==> config.mk <==
export PLATFORM = sky130hd
export DESIGN_NAME = cache_ctrl_flat
export DESIGN_NICKNAME = d
export VERILOG_FILES = /design/src/cache_pkg.sv /design/src/mem_pkg.sv /design/src/cache_array_if.sv /design/src/cache_ctrl.sv /design/src/flat_wrapper.sv
export VERILOG_INCLUDE_DIRS = /design/src
export SDC_FILE = /design/constraint.sdc
export NUM_CORES = 1
export LEC_CHECK = 0
export BUFFER_PORTS_ARGS = -buffer_cell sky130_fd_sc_hd__buf_4
export CAP_MARGIN = 20
export CORE_AREA = 2 2 312 314
export CTS_CLUSTER_SIZE = 8
export DETAILED_ROUTE_END_ITERATION = 8
export DIE_AREA = 0 0 314 316
export PLACE_DENSITY = 0.3
export SYNTH_ARGS = -nofsm -noshare
export SYNTH_HDL_FRONTEND = slang
export SYNTH_SLANG_ARGS = --single-unit
==> constraint.sdc <==
create_clock -name clk -period 2.7 [get_ports clk]
set_input_delay 0.27 -clock clk [delete_from_list [all_inputs] [get_ports clk]]
set_output_delay 0.27 -clock clk [all_outputs]
set_load 0.02 [all_outputs]
==> src/cache_consts.svh <==
`ifndef CACHE_CONSTS_SVH
`define CACHE_CONSTS_SVH

// address split: tag | index | offset
`define CACHE_TAG_W 8
`define CACHE_INDEX_W 4
`define CACHE_OFFSET_W 4

// data path
`define CACHE_WORD_W 64
`define CACHE_STRB_W 8

// line geometry
`define CACHE_BEATS 2
`define CACHE_WAYS 2

`endif

==> src/cache_pkg.sv <==
`default_nettype none

`include "cache_consts.svh"

package cache_pkg;

	typedef enum logic {
		OP_READ,
		OP_WRITE
	} cache_op_e;

	typedef enum logic [2:0] {
		ST_IDLE,
		ST_LOOKUP,
		ST_WRITE,
		ST_MISS,
		ST_REFILL
	} cache_state_e;

	typedef logic [`CACHE_WORD_W-1:0] cache_word_t;
	typedef logic [$clog2(`CACHE_WAYS)-1:0] cache_way_t;

	// latched processor request
	typedef struct packed {
		cache_op_e op;
		logic [`CACHE_TAG_W-1:0] tag;
		logic [`CACHE_INDEX_W-1:0] index;
		logic [$clog2(`CACHE_BEATS)-1:0] word;
		logic [`CACHE_STRB_W-1:0] strb;
		cache_word_t wdata;
	} cache_req_t;

endpackage

`default_nettype wire

==> src/mem_pkg.sv <==
`default_nettype none

`include "cache_consts.svh"

package mem_pkg;

	// whole line, word 0 in the low bits
	typedef logic [`CACHE_BEATS*`CACHE_WORD_W-1:0] mem_line_t;

	// line address: tag then index, no offset
	typedef logic [`CACHE_TAG_W+`CACHE_INDEX_W-1:0] mem_line_addr_t;

endpackage

`default_nettype wire

==> src/cache_array_if.sv <==
`default_nettype none
`timescale 1ns/1ps

`include "cache_consts.svh"

interface cache_array_if;
	import cache_pkg::*;

	// set read, issued by the controller
	logic lookup_en;
	logic [`CACHE_INDEX_W-1:0] lookup_index;

	// store hit write
	logic st_en;
	cache_way_t st_way;
	logic [$clog2(`CACHE_BEATS)-1:0] st_word;
	logic [`CACHE_STRB_W-1:0] st_strb;
	cache_word_t st_data;

	// refill beat write
	logic fill_en;
	cache_way_t fill_way;
	logic [$clog2(`CACHE_BEATS)-1:0] fill_word;
	cache_word_t fill_data;
	logic [`CACHE_TAG_W-1:0] fill_tag;
	logic fill_dirty;

	// registered read of the looked-up set
	logic [`CACHE_TAG_W-1:0] rd_tag [`CACHE_WAYS];
	logic rd_valid [`CACHE_WAYS];
	logic rd_dirty [`CACHE_WAYS];
	cache_word_t rd_data [`CACHE_WAYS][`CACHE_BEATS];
	cache_way_t victim_way;

	modport ctrl (
		output lookup_en, lookup_index, st_en, st_way, st_word, st_strb, st_data,
		input rd_tag, rd_valid, rd_dirty, rd_data, victim_way
	);

	modport refill (
		output fill_en, fill_way, fill_word, fill_data, fill_tag, fill_dirty
	);

	modport storage (
		input lookup_en, lookup_index, st_en, st_way, st_word, st_strb, st_data,
		input fill_en, fill_way, fill_word, fill_data, fill_tag, fill_dirty,
		output rd_tag, rd_valid, rd_dirty, rd_data, victim_way
	);

endinterface

`default_nettype wire

==> src/cache_ctrl.sv <==
`default_nettype none
`timescale 1ns/1ps

`include "cache_consts.svh"

module cache_ctrl (
	input wire logic clk,
	input wire logic rst,
	input wire logic req_valid,
	input cache_pkg::cache_op_e req_op,
	input wire logic [`CACHE_TAG_W-1:0] req_tag,
	input wire logic [`CACHE_INDEX_W-1:0] req_index,
	input wire logic [`CACHE_OFFSET_W-1:0] req_offset,
	input wire logic [`CACHE_STRB_W-1:0] req_wstrb,
	input wire logic [`CACHE_WORD_W-1:0] req_wdata,
	output logic addr_ok,
	output logic data_ok,
	output cache_pkg::cache_word_t rdata,
	output logic wb_req,
	output mem_pkg::mem_line_addr_t wb_addr,
	output mem_pkg::mem_line_t wb_data,
	output cache_pkg::cache_req_t miss_req,
	output cache_pkg::cache_way_t miss_way,
	output logic refill_start,
	input wire logic refill_done,
	input cache_pkg::cache_word_t miss_word,
	cache_array_if.ctrl arr
);
	import cache_pkg::*;

	localparam int WSEL_W = $clog2(`CACHE_BEATS);

	cache_state_e state;
	cache_state_e next_state;
	cache_req_t req_q;
	// hit way on a store hit, victim way on a miss
	cache_way_t way_q;
	logic hit;
	cache_way_t hit_way;
	cache_word_t hit_word;

	always_comb begin
		hit = 1'b0;
		hit_way = '0;
		for (int w = 0; w < `CACHE_WAYS; w++) begin
			if (arr.rd_valid[w] && arr.rd_tag[w] == req_q.tag) begin
				hit = 1'b1;
				hit_way = cache_way_t'(w);
			end
		end
	end

	assign hit_word = arr.rd_data[hit_way][req_q.word];

	always_comb begin
		next_state = state;
		addr_ok = 1'b0;
		data_ok = 1'b0;
		arr.lookup_en = 1'b0;
		arr.st_en = 1'b0;
		wb_req = 1'b0;
		refill_start = 1'b0;
		case (state)
			ST_IDLE: begin
				addr_ok = 1'b1;
				if (req_valid) begin
					arr.lookup_en = 1'b1;
					next_state = ST_LOOKUP;
				end
			end
			ST_LOOKUP: begin
				if (hit) begin
					data_ok = 1'b1;
					next_state = (req_q.op == OP_WRITE) ? ST_WRITE : ST_IDLE;
				end else begin
					next_state = ST_MISS;
				end
			end
			ST_WRITE: begin
				arr.st_en = 1'b1;
				next_state = ST_IDLE;
			end
			ST_MISS: begin
				// write-back and line read go out together
				wb_req = arr.rd_valid[way_q] && arr.rd_dirty[way_q];
				refill_start = 1'b1;
				next_state = ST_REFILL;
			end
			ST_REFILL: begin
				if (refill_done) begin
					data_ok = 1'b1;
					next_state = ST_IDLE;
				end
			end
			default: next_state = ST_IDLE;
		endcase
	end

	always_ff @(posedge clk) begin
		if (rst) begin
			state <= ST_IDLE;
		end else begin
			state <= next_state;
		end
	end

	always_ff @(posedge clk) begin
		if (state == ST_IDLE && req_valid) begin
			req_q.op <= req_op;
			req_q.tag <= req_tag;
			req_q.index <= req_index;
			req_q.word <= req_offset[`CACHE_OFFSET_W-1 -: WSEL_W];
			req_q.strb <= req_wstrb;
			req_q.wdata <= req_wdata;
		end
		if (state == ST_LOOKUP) begin
			way_q <= hit ? hit_way : arr.victim_way;
		end
	end

	assign arr.lookup_index = req_index;
	assign arr.st_way = way_q;
	assign arr.st_word = req_q.word;
	assign arr.st_strb = req_q.strb;
	assign arr.st_data = req_q.wdata;

	// victim line still sits in the read registers during ST_MISS
	assign wb_addr = {arr.rd_tag[way_q], req_q.index};
	always_comb begin
		for (int b = 0; b < `CACHE_BEATS; b++) begin
			wb_data[b*`CACHE_WORD_W +: `CACHE_WORD_W] = arr.rd_data[way_q][b];
		end
	end

	assign rdata = (state == ST_LOOKUP) ? hit_word : miss_word;
	assign miss_req = req_q;
	assign miss_way = way_q;

endmodule

`default_nettype wire

==> src/flat_wrapper.sv <==
// flat-port wrapper written by rule: the top's interface ports become plain ports
module cache_ctrl_flat import cache_pkg::*;
  (clk, rst, req_valid, req_op, req_tag, req_index, req_offset, req_wstrb, req_wdata, addr_ok, data_ok, rdata, wb_req, wb_addr, wb_data, miss_req, miss_way, refill_start, refill_done, miss_word, arr_lookup_en, arr_lookup_index, arr_st_en, arr_st_way, arr_st_word, arr_st_strb, arr_st_data, arr_rd_tag, arr_rd_valid, arr_rd_dirty, arr_rd_data, arr_victim_way);
  cache_array_if arr_i ();
  input wire logic clk;
  input wire logic rst;
  input wire logic req_valid;
  input cache_pkg::cache_op_e req_op;
  input wire logic [`CACHE_TAG_W-1:0] req_tag;
  input wire logic [`CACHE_INDEX_W-1:0] req_index;
  input wire logic [`CACHE_OFFSET_W-1:0] req_offset;
  input wire logic [`CACHE_STRB_W-1:0] req_wstrb;
  input wire logic [`CACHE_WORD_W-1:0] req_wdata;
  output logic addr_ok;
  output logic data_ok;
  output cache_pkg::cache_word_t rdata;
  output logic wb_req;
  output mem_pkg::mem_line_addr_t wb_addr;
  output mem_pkg::mem_line_t wb_data;
  output cache_pkg::cache_req_t miss_req;
  output cache_pkg::cache_way_t miss_way;
  output logic refill_start;
  input wire logic refill_done;
  input cache_pkg::cache_word_t miss_word;
  output wire logic [$bits(arr_i.lookup_en)-1:0] arr_lookup_en;
  output wire logic [$bits(arr_i.lookup_index)-1:0] arr_lookup_index;
  output wire logic [$bits(arr_i.st_en)-1:0] arr_st_en;
  output wire logic [$bits(arr_i.st_way)-1:0] arr_st_way;
  output wire logic [$bits(arr_i.st_word)-1:0] arr_st_word;
  output wire logic [$bits(arr_i.st_strb)-1:0] arr_st_strb;
  output wire logic [$bits(arr_i.st_data)-1:0] arr_st_data;
  input wire logic [$bits(arr_i.rd_tag)-1:0] arr_rd_tag;
  input wire logic [$bits(arr_i.rd_valid)-1:0] arr_rd_valid;
  input wire logic [$bits(arr_i.rd_dirty)-1:0] arr_rd_dirty;
  input wire logic [$bits(arr_i.rd_data)-1:0] arr_rd_data;
  input wire logic [$bits(arr_i.victim_way)-1:0] arr_victim_way;
  assign arr_lookup_en = arr_i.lookup_en;
  assign arr_lookup_index = arr_i.lookup_index;
  assign arr_st_en = arr_i.st_en;
  assign arr_st_way = arr_i.st_way;
  assign arr_st_word = arr_i.st_word;
  assign arr_st_strb = arr_i.st_strb;
  assign arr_st_data = arr_i.st_data;
  assign arr_i.rd_tag = {>>{arr_rd_tag}};
  assign arr_i.rd_valid = {>>{arr_rd_valid}};
  assign arr_i.rd_dirty = {>>{arr_rd_dirty}};
  assign arr_i.rd_data = {>>{arr_rd_data}};
  assign arr_i.victim_way = arr_victim_way;
  cache_ctrl u_core (.clk(clk), .rst(rst), .req_valid(req_valid), .req_op(req_op), .req_tag(req_tag), .req_index(req_index), .req_offset(req_offset), .req_wstrb(req_wstrb), .req_wdata(req_wdata), .addr_ok(addr_ok), .data_ok(data_ok), .rdata(rdata), .wb_req(wb_req), .wb_addr(wb_addr), .wb_data(wb_data), .miss_req(miss_req), .miss_way(miss_way), .refill_start(refill_start), .refill_done(refill_done), .miss_word(miss_word), .arr(arr_i));
endmodule
Word level (Yosys, flattened, before mapping) --
Cells that the tools add are included.
Operators by class: magnitude comparators 3, equality and inequality tests 8, multiplexer cells 37, bitwise operators 3, reductions and logical operators 6
Operators with widths (number):
- 128-bit two-way mux | 6
- 64-bit two-way mux | 4
- 8-bit two-way mux | 3
- 1-bit two-way mux | 18
- 8-bit equality test | 2
- 3-bit case mux with 4 select lines | 1
- 3-bit two-way mux | 3
- 3-bit by 2-bit equality test with 1-bit output, second input constant | 2
- 2-bit >= comparator, second input constant | 3
- 1-bit inverter with 2-bit output | 3
- 1-bit logical AND | 4
- 2-bit != test, second input constant | 2
- 3-bit by 1-bit equality test with 1-bit output, second input constant | 1
- 3-bit equality test, second input constant | 1
- 3-bit logical NOT | 1
- 2-bit two-way mux | 1
- 1-bit case mux with 2 select lines | 1
- 2-bit AND reduction | 1
Storage, ports and cells: register bits 90, input port bits 434, output and inout port bits 375, logic and storage cells 65

Logic depth before layout (Yosys ltp) --
depth after elaboration 11, gate-level depth with buffers 8, gate-level depth less buffers 5

Worst setup path before layout --
Ideal clock, no wire load.
path type register to register, start point register u_core.state[2], end point register u_core.req_q (netlist bit u_core.arr.st_data[0]), enable pin, setup time 0.461 ns, arrival 3.126 ns, required time 2.239 ns, slack -0.887 ns, stages on the path, launching flop included 3, buffers on the path 0, clock period less this slack 3.587 ns, path through dfxtp_1 -> nor3_1 -> and2_1
On the way: longest elaborated chain between the ends 2
RTL lines:
- start: declaration | line cache_ctrl.sv:33 | cache_state_e state;
- start signal: assignment | line cache_ctrl.sv:103 | state <= next_state;
- 3-bit logical NOT | line cache_ctrl.sv:108 | if (state == ST_IDLE && req_valid) begin
- 1-bit logical AND | line cache_ctrl.sv:108
- end: declaration | line cache_ctrl.sv:35 | cache_req_t req_q;
Every way passes these cells. A chain may end at the register's enable or synchronous reset.

Worst setup path after layout --
start point register u_core.req_q (netlist bit u_core.miss_req[82]), end point output rdata[13]
On the way: longest elaborated chain between the ends 11
RTL lines:
- 8-bit equality test | line cache_ctrl.sv:46 | if (arr.rd_valid[w] && arr.rd_tag[w] == req_q.tag) begin
- 1-bit logical AND | line cache_ctrl.sv:46
- 1-bit two-way mux | line cache_ctrl.sv:46
- 1-bit inverter with 2-bit output (not written as such) | line cache_ctrl.sv:53 | assign hit_word = arr.rd_data[hit_way][req_q.word];
- 128-bit two-way mux (not written as such) (3 in a row) | line cache_ctrl.sv:53
- 64-bit two-way mux (not written as such) (3 in a row) | line cache_ctrl.sv:53
- 64-bit two-way mux | line cache_ctrl.sv:135 | assign rdata = (state == ST_LOOKUP) ? hit_word : miss_word;
- end: declaration | line flat_wrapper.sv:16 | output cache_pkg::cache_word_t rdata;
Every way passes these cells. The select of a mux whose other input is x is not followed.

==> summary.md <==
| Metric | Value |
|---|---|
| Status | finished with violations |
| Failing checks | negative setup slack |
| CTS Root Cell | clkbuf_16 |
| Avg Inst Size Synth | 11.17 sq um |
| Worst hold path depth | 1 |
| Clk slew on worst S/H paths | 90 ps |
| Post-Route WL | 63900 um |
| DRC Markers | 0 |
| Final cell count without fillers | roughly 2700 |
| WP data required | 2430 ps |
| Skew final | 19.38 ps |
| Comb pwr share | 50.7% |
| Placed cell count | 2652 |
| Reg-to-reg setup timing slack | ~640 ps |
| Vias in the first global route | roughly 9200 |
| Post-Place Setup Slack | 8.288 ps |
| DIE HEIGHT | 316 um |
| Reg2reg start | u_core.miss_req[83]$_DFFE_PP_ |
| Worst skew pair latency | 370 ps |
| Crit end category | output pin |
| Min-delay worst type | in2reg |
| # setup viols final | 64 |
| Number of synthesized flops with an enable pin | 87 |
| Fmax achieved | 0.3493 GHz |
| H-tree levels | 3 |
| PwrDens | 426.9 mW/mm^2 |
| CP Launch Type | register |
| Post-DP HPWL | 54940 um |
| Sw frac | 40.15% |
| First-pass GRT wire length | 81560 um |
| Worst EP arrival | 2590 ps |
| Core Region | 0.09599 sq mm |
| CTS buffer count | 9 |
| Setup TNS | -7528 ps |
| Max Root-Sink Buffers | 2 |
| Row Count | 114 |
| Antenna violations before repair | 8 |
| Cell Area, Synth | around 0.0074 sq mm |
| Pin count of the biggest net entering global routing | 51 |
| R2r endpoint | u_core.arr.st_way$_DFFE_PN_ |
| Clock share of power | 21.5% |
| Number of port buffers | 805 |
| Syn Inst Count | 662 |
| Io pins | 809 |
| DIE AREA | 0.09922 sq mm |
| Area Overhead vs Synth | 103.2% |
| Final worst setup slack | -163.2 ps |
| Hold_sp | req_wdata[12] |
| Clock period minus worst slack | 2863 ps |
| DR iter-0 viols | 389 |
| Primary FF master, synth | edfxtp_1 |
| Post-Syn Nets | 1096 |
| Area after DPL | 0.01463 sq mm |
| Worst vdd ir | 0.2680 mV |
| P_leak | between 6 and 7 nW |
| Placer Congestion | 0.8657 |
| Clk sinks | 90 |
| Rel. slew slack | 70.34% |
| Post-synth ARST share | 0% |
| Fin crit share | 106.0% |
| Die W | 314 um |
| Unrepaired setup endpoints after global routing | yes |
| Crit path kind | reg2out |
| Via Count | approximately 8700 |
| Least-Margin Pin Slew | approximately 430 ps |
| Internal cell power | 3.838 mW |
| Pre-antenna DRT Iters | 4 |
| Worst Hold End | u_core.arr.st_data[12]$_DFFE_PP_ |
| Synth unique cells | 32 |
| Routed Antenna Nets | 0 |
| Switching pwr | 2.574 mW |
| Pins Over Slew Limit | 0 |
| Layout Nets | about 1800 |
| Initial core utilization | 7.701% |
| Seq cells post-synth | 90 |
| Sequential share of power | 27.8% |
| Maximum fanout along the worst path | 33 |
| Fin area | 0.01502 sq mm |
| Seq/Total Area, Yosys | 36.15% |
| Drt wl/cell | 23.91 um |
| R2R cell count | 9 |
| Via-to-Cell Ratio | between 3 and 4 |
| Max Cap Viol | 0 |
| Share of cells above drive strength 1 | 73.39% |
| Remaining global-route overflow | 0 |
| Gr usage total | 11.95% |
| YS warnings | 0 |
| CTS tree | done |
| Final Hold Viols | 0 |
per-layer routing:
metal,track usage (%),share of wire [%]
met2,21.60,51
met5,0,0
met1,14.85,41
met4,1.914,1.3
met3,2.269,6.8
flip-flops by register name, summed over array words and instances, names as in the netlist:
register            cells
u_core.arr.st_word      1
u_core.miss_req        13
u_core.arr.st_way       1
u_core.arr.st_data     64
u_core.arr.st_strb      8
u_core.state            3
cell usage after synthesis, types with 2 or more instances:
cell type / number / area share (%)
nor3_1: 4 / 0.27
nor2_1: 65 / 3.3
mux2i_1: 64 / 8.7
inv_1: 3 / 0.15
buf_1: 3 / 0.15
dfxtp_1: 3 / 0.81
buf_6: 13 / 2.0
xnor2_1: 2 / 0.24
nand3_1: 2 / 0.14
o221a_1: 60 / 9.1
and2_1: 2 / 0.17
clkbuf_1: 24 / 1.2
or3_1: 2 / 0.17
nand2_1: 2 / 0.10
buf_2: 9 / 0.61
mux2_2: 136 / 21
xor2_1: 14 / 1.7
a21oi_1: 68 / 4.6
buf_4: 83 / 8.4
edfxtp_1: 87 / 35
nand3b_1: 2 / 0.20
o221a_2: 4 / 0.61
final cells by class:
cell class | count | area (sq um)
multi-input combinational | 437 | 3874
timing repair buffer | 848 | 6554
clock buffer | 9 | 225.2
tap | 1276 | 1597
fill | 10910 | 80980
sequential | 90 | 2673
clock inverter | 7 | 76.32
inverter | 3 | 12.51
antenna | 3 | 7.507
worst max path at each step:
stage	start	to	slack, ps	cells after the start
final	u_core.miss_req[82]$_DFFE_PP_	rdata[13]	-160	7
after CTS	u_core.miss_req[82]$_DFFE_PP_	rdata[21]	-270	7
after floorplan	u_core.state[2]$_SDFFE_PP0P_	u_core.arr.st_data[0]$_DFFE_PP_	100	2
after detailed placement	u_core.miss_req[82]$_DFFE_PP_	rdata[45]	8	7
after global routing	u_core.miss_req[82]$_DFFE_PP_	rdata[21]	-300	7
after global placement	u_core.miss_req[80]$_DFFE_PP_	rdata[44]	20	7
logic make-up after synthesis:
| family | after synthesis | synth area share [%] |
|---|---|---|
| buffers and inverters | 135 | 12.54 |
| multiplexers | 200 | 29.38 |
| AO/OA/AOI/OAI | 134 | 14.61 |
| flip-flops | 90 | 36.15 |
| AND/OR/NAND/NOR | 87 | 5.416 |
| XOR/XNOR | 16 | 1.896 |
what timing repair did:
action	4_1_cts	5_1_grt
pin swaps	3	0
endpoints found under the setup margin	65	64
resized for setup	7	3
hold buffers	0	0
buffers inserted	2	0
power by group through the flow:
stage	Combinational (mW)	Sequential [mW]	Clock, mW
3_5_place_dp	3.29	1.81	0
6_report	3.25	1.78	1.38
5_1_grt	3.43	1.79	1.48
2_1_floorplan	1.39	1.89	0
3_3_place_gp	3.31	1.82	0
4_1_cts	3.32	1.79	1.45
per-stage QoR:
stage	hold slack (ps)	util, %	total power [mW]
after CTS	42.01	15.63	6.553
after global placement	449.5	15.24	5.123
after floorplan	339.1	-	3.275
after detailed placement	449.5	15.24	5.102
final	65.32	15.64	6.412
after global routing	49.08	15.64	6.706
critical path, stage by stage (launching register included):
cell and delay (ps):
edfxtp_1 400, xor2_1 210, nor4_4 340, nand3_2 180, or3_4 410, buf_12 190
o221a_1 300, buf_4 170
layout by cell type (no fill, tap or decap), types with 3 or more instances in the layout:
cell and count:
mux2_2 136, diode_2 3, buf_12 15, xor2_1 13, o221a_4 3, mux2i_1 64
inv_8 3, o221a_1 57, dfxtp_1 3, nor3_1 3, clkbuf_16 9, buf_4 833
o221a_2 4, nor2_1 65, a21oi_1 66, edfxtp_1 87
(Power assumes the default switching activity.)
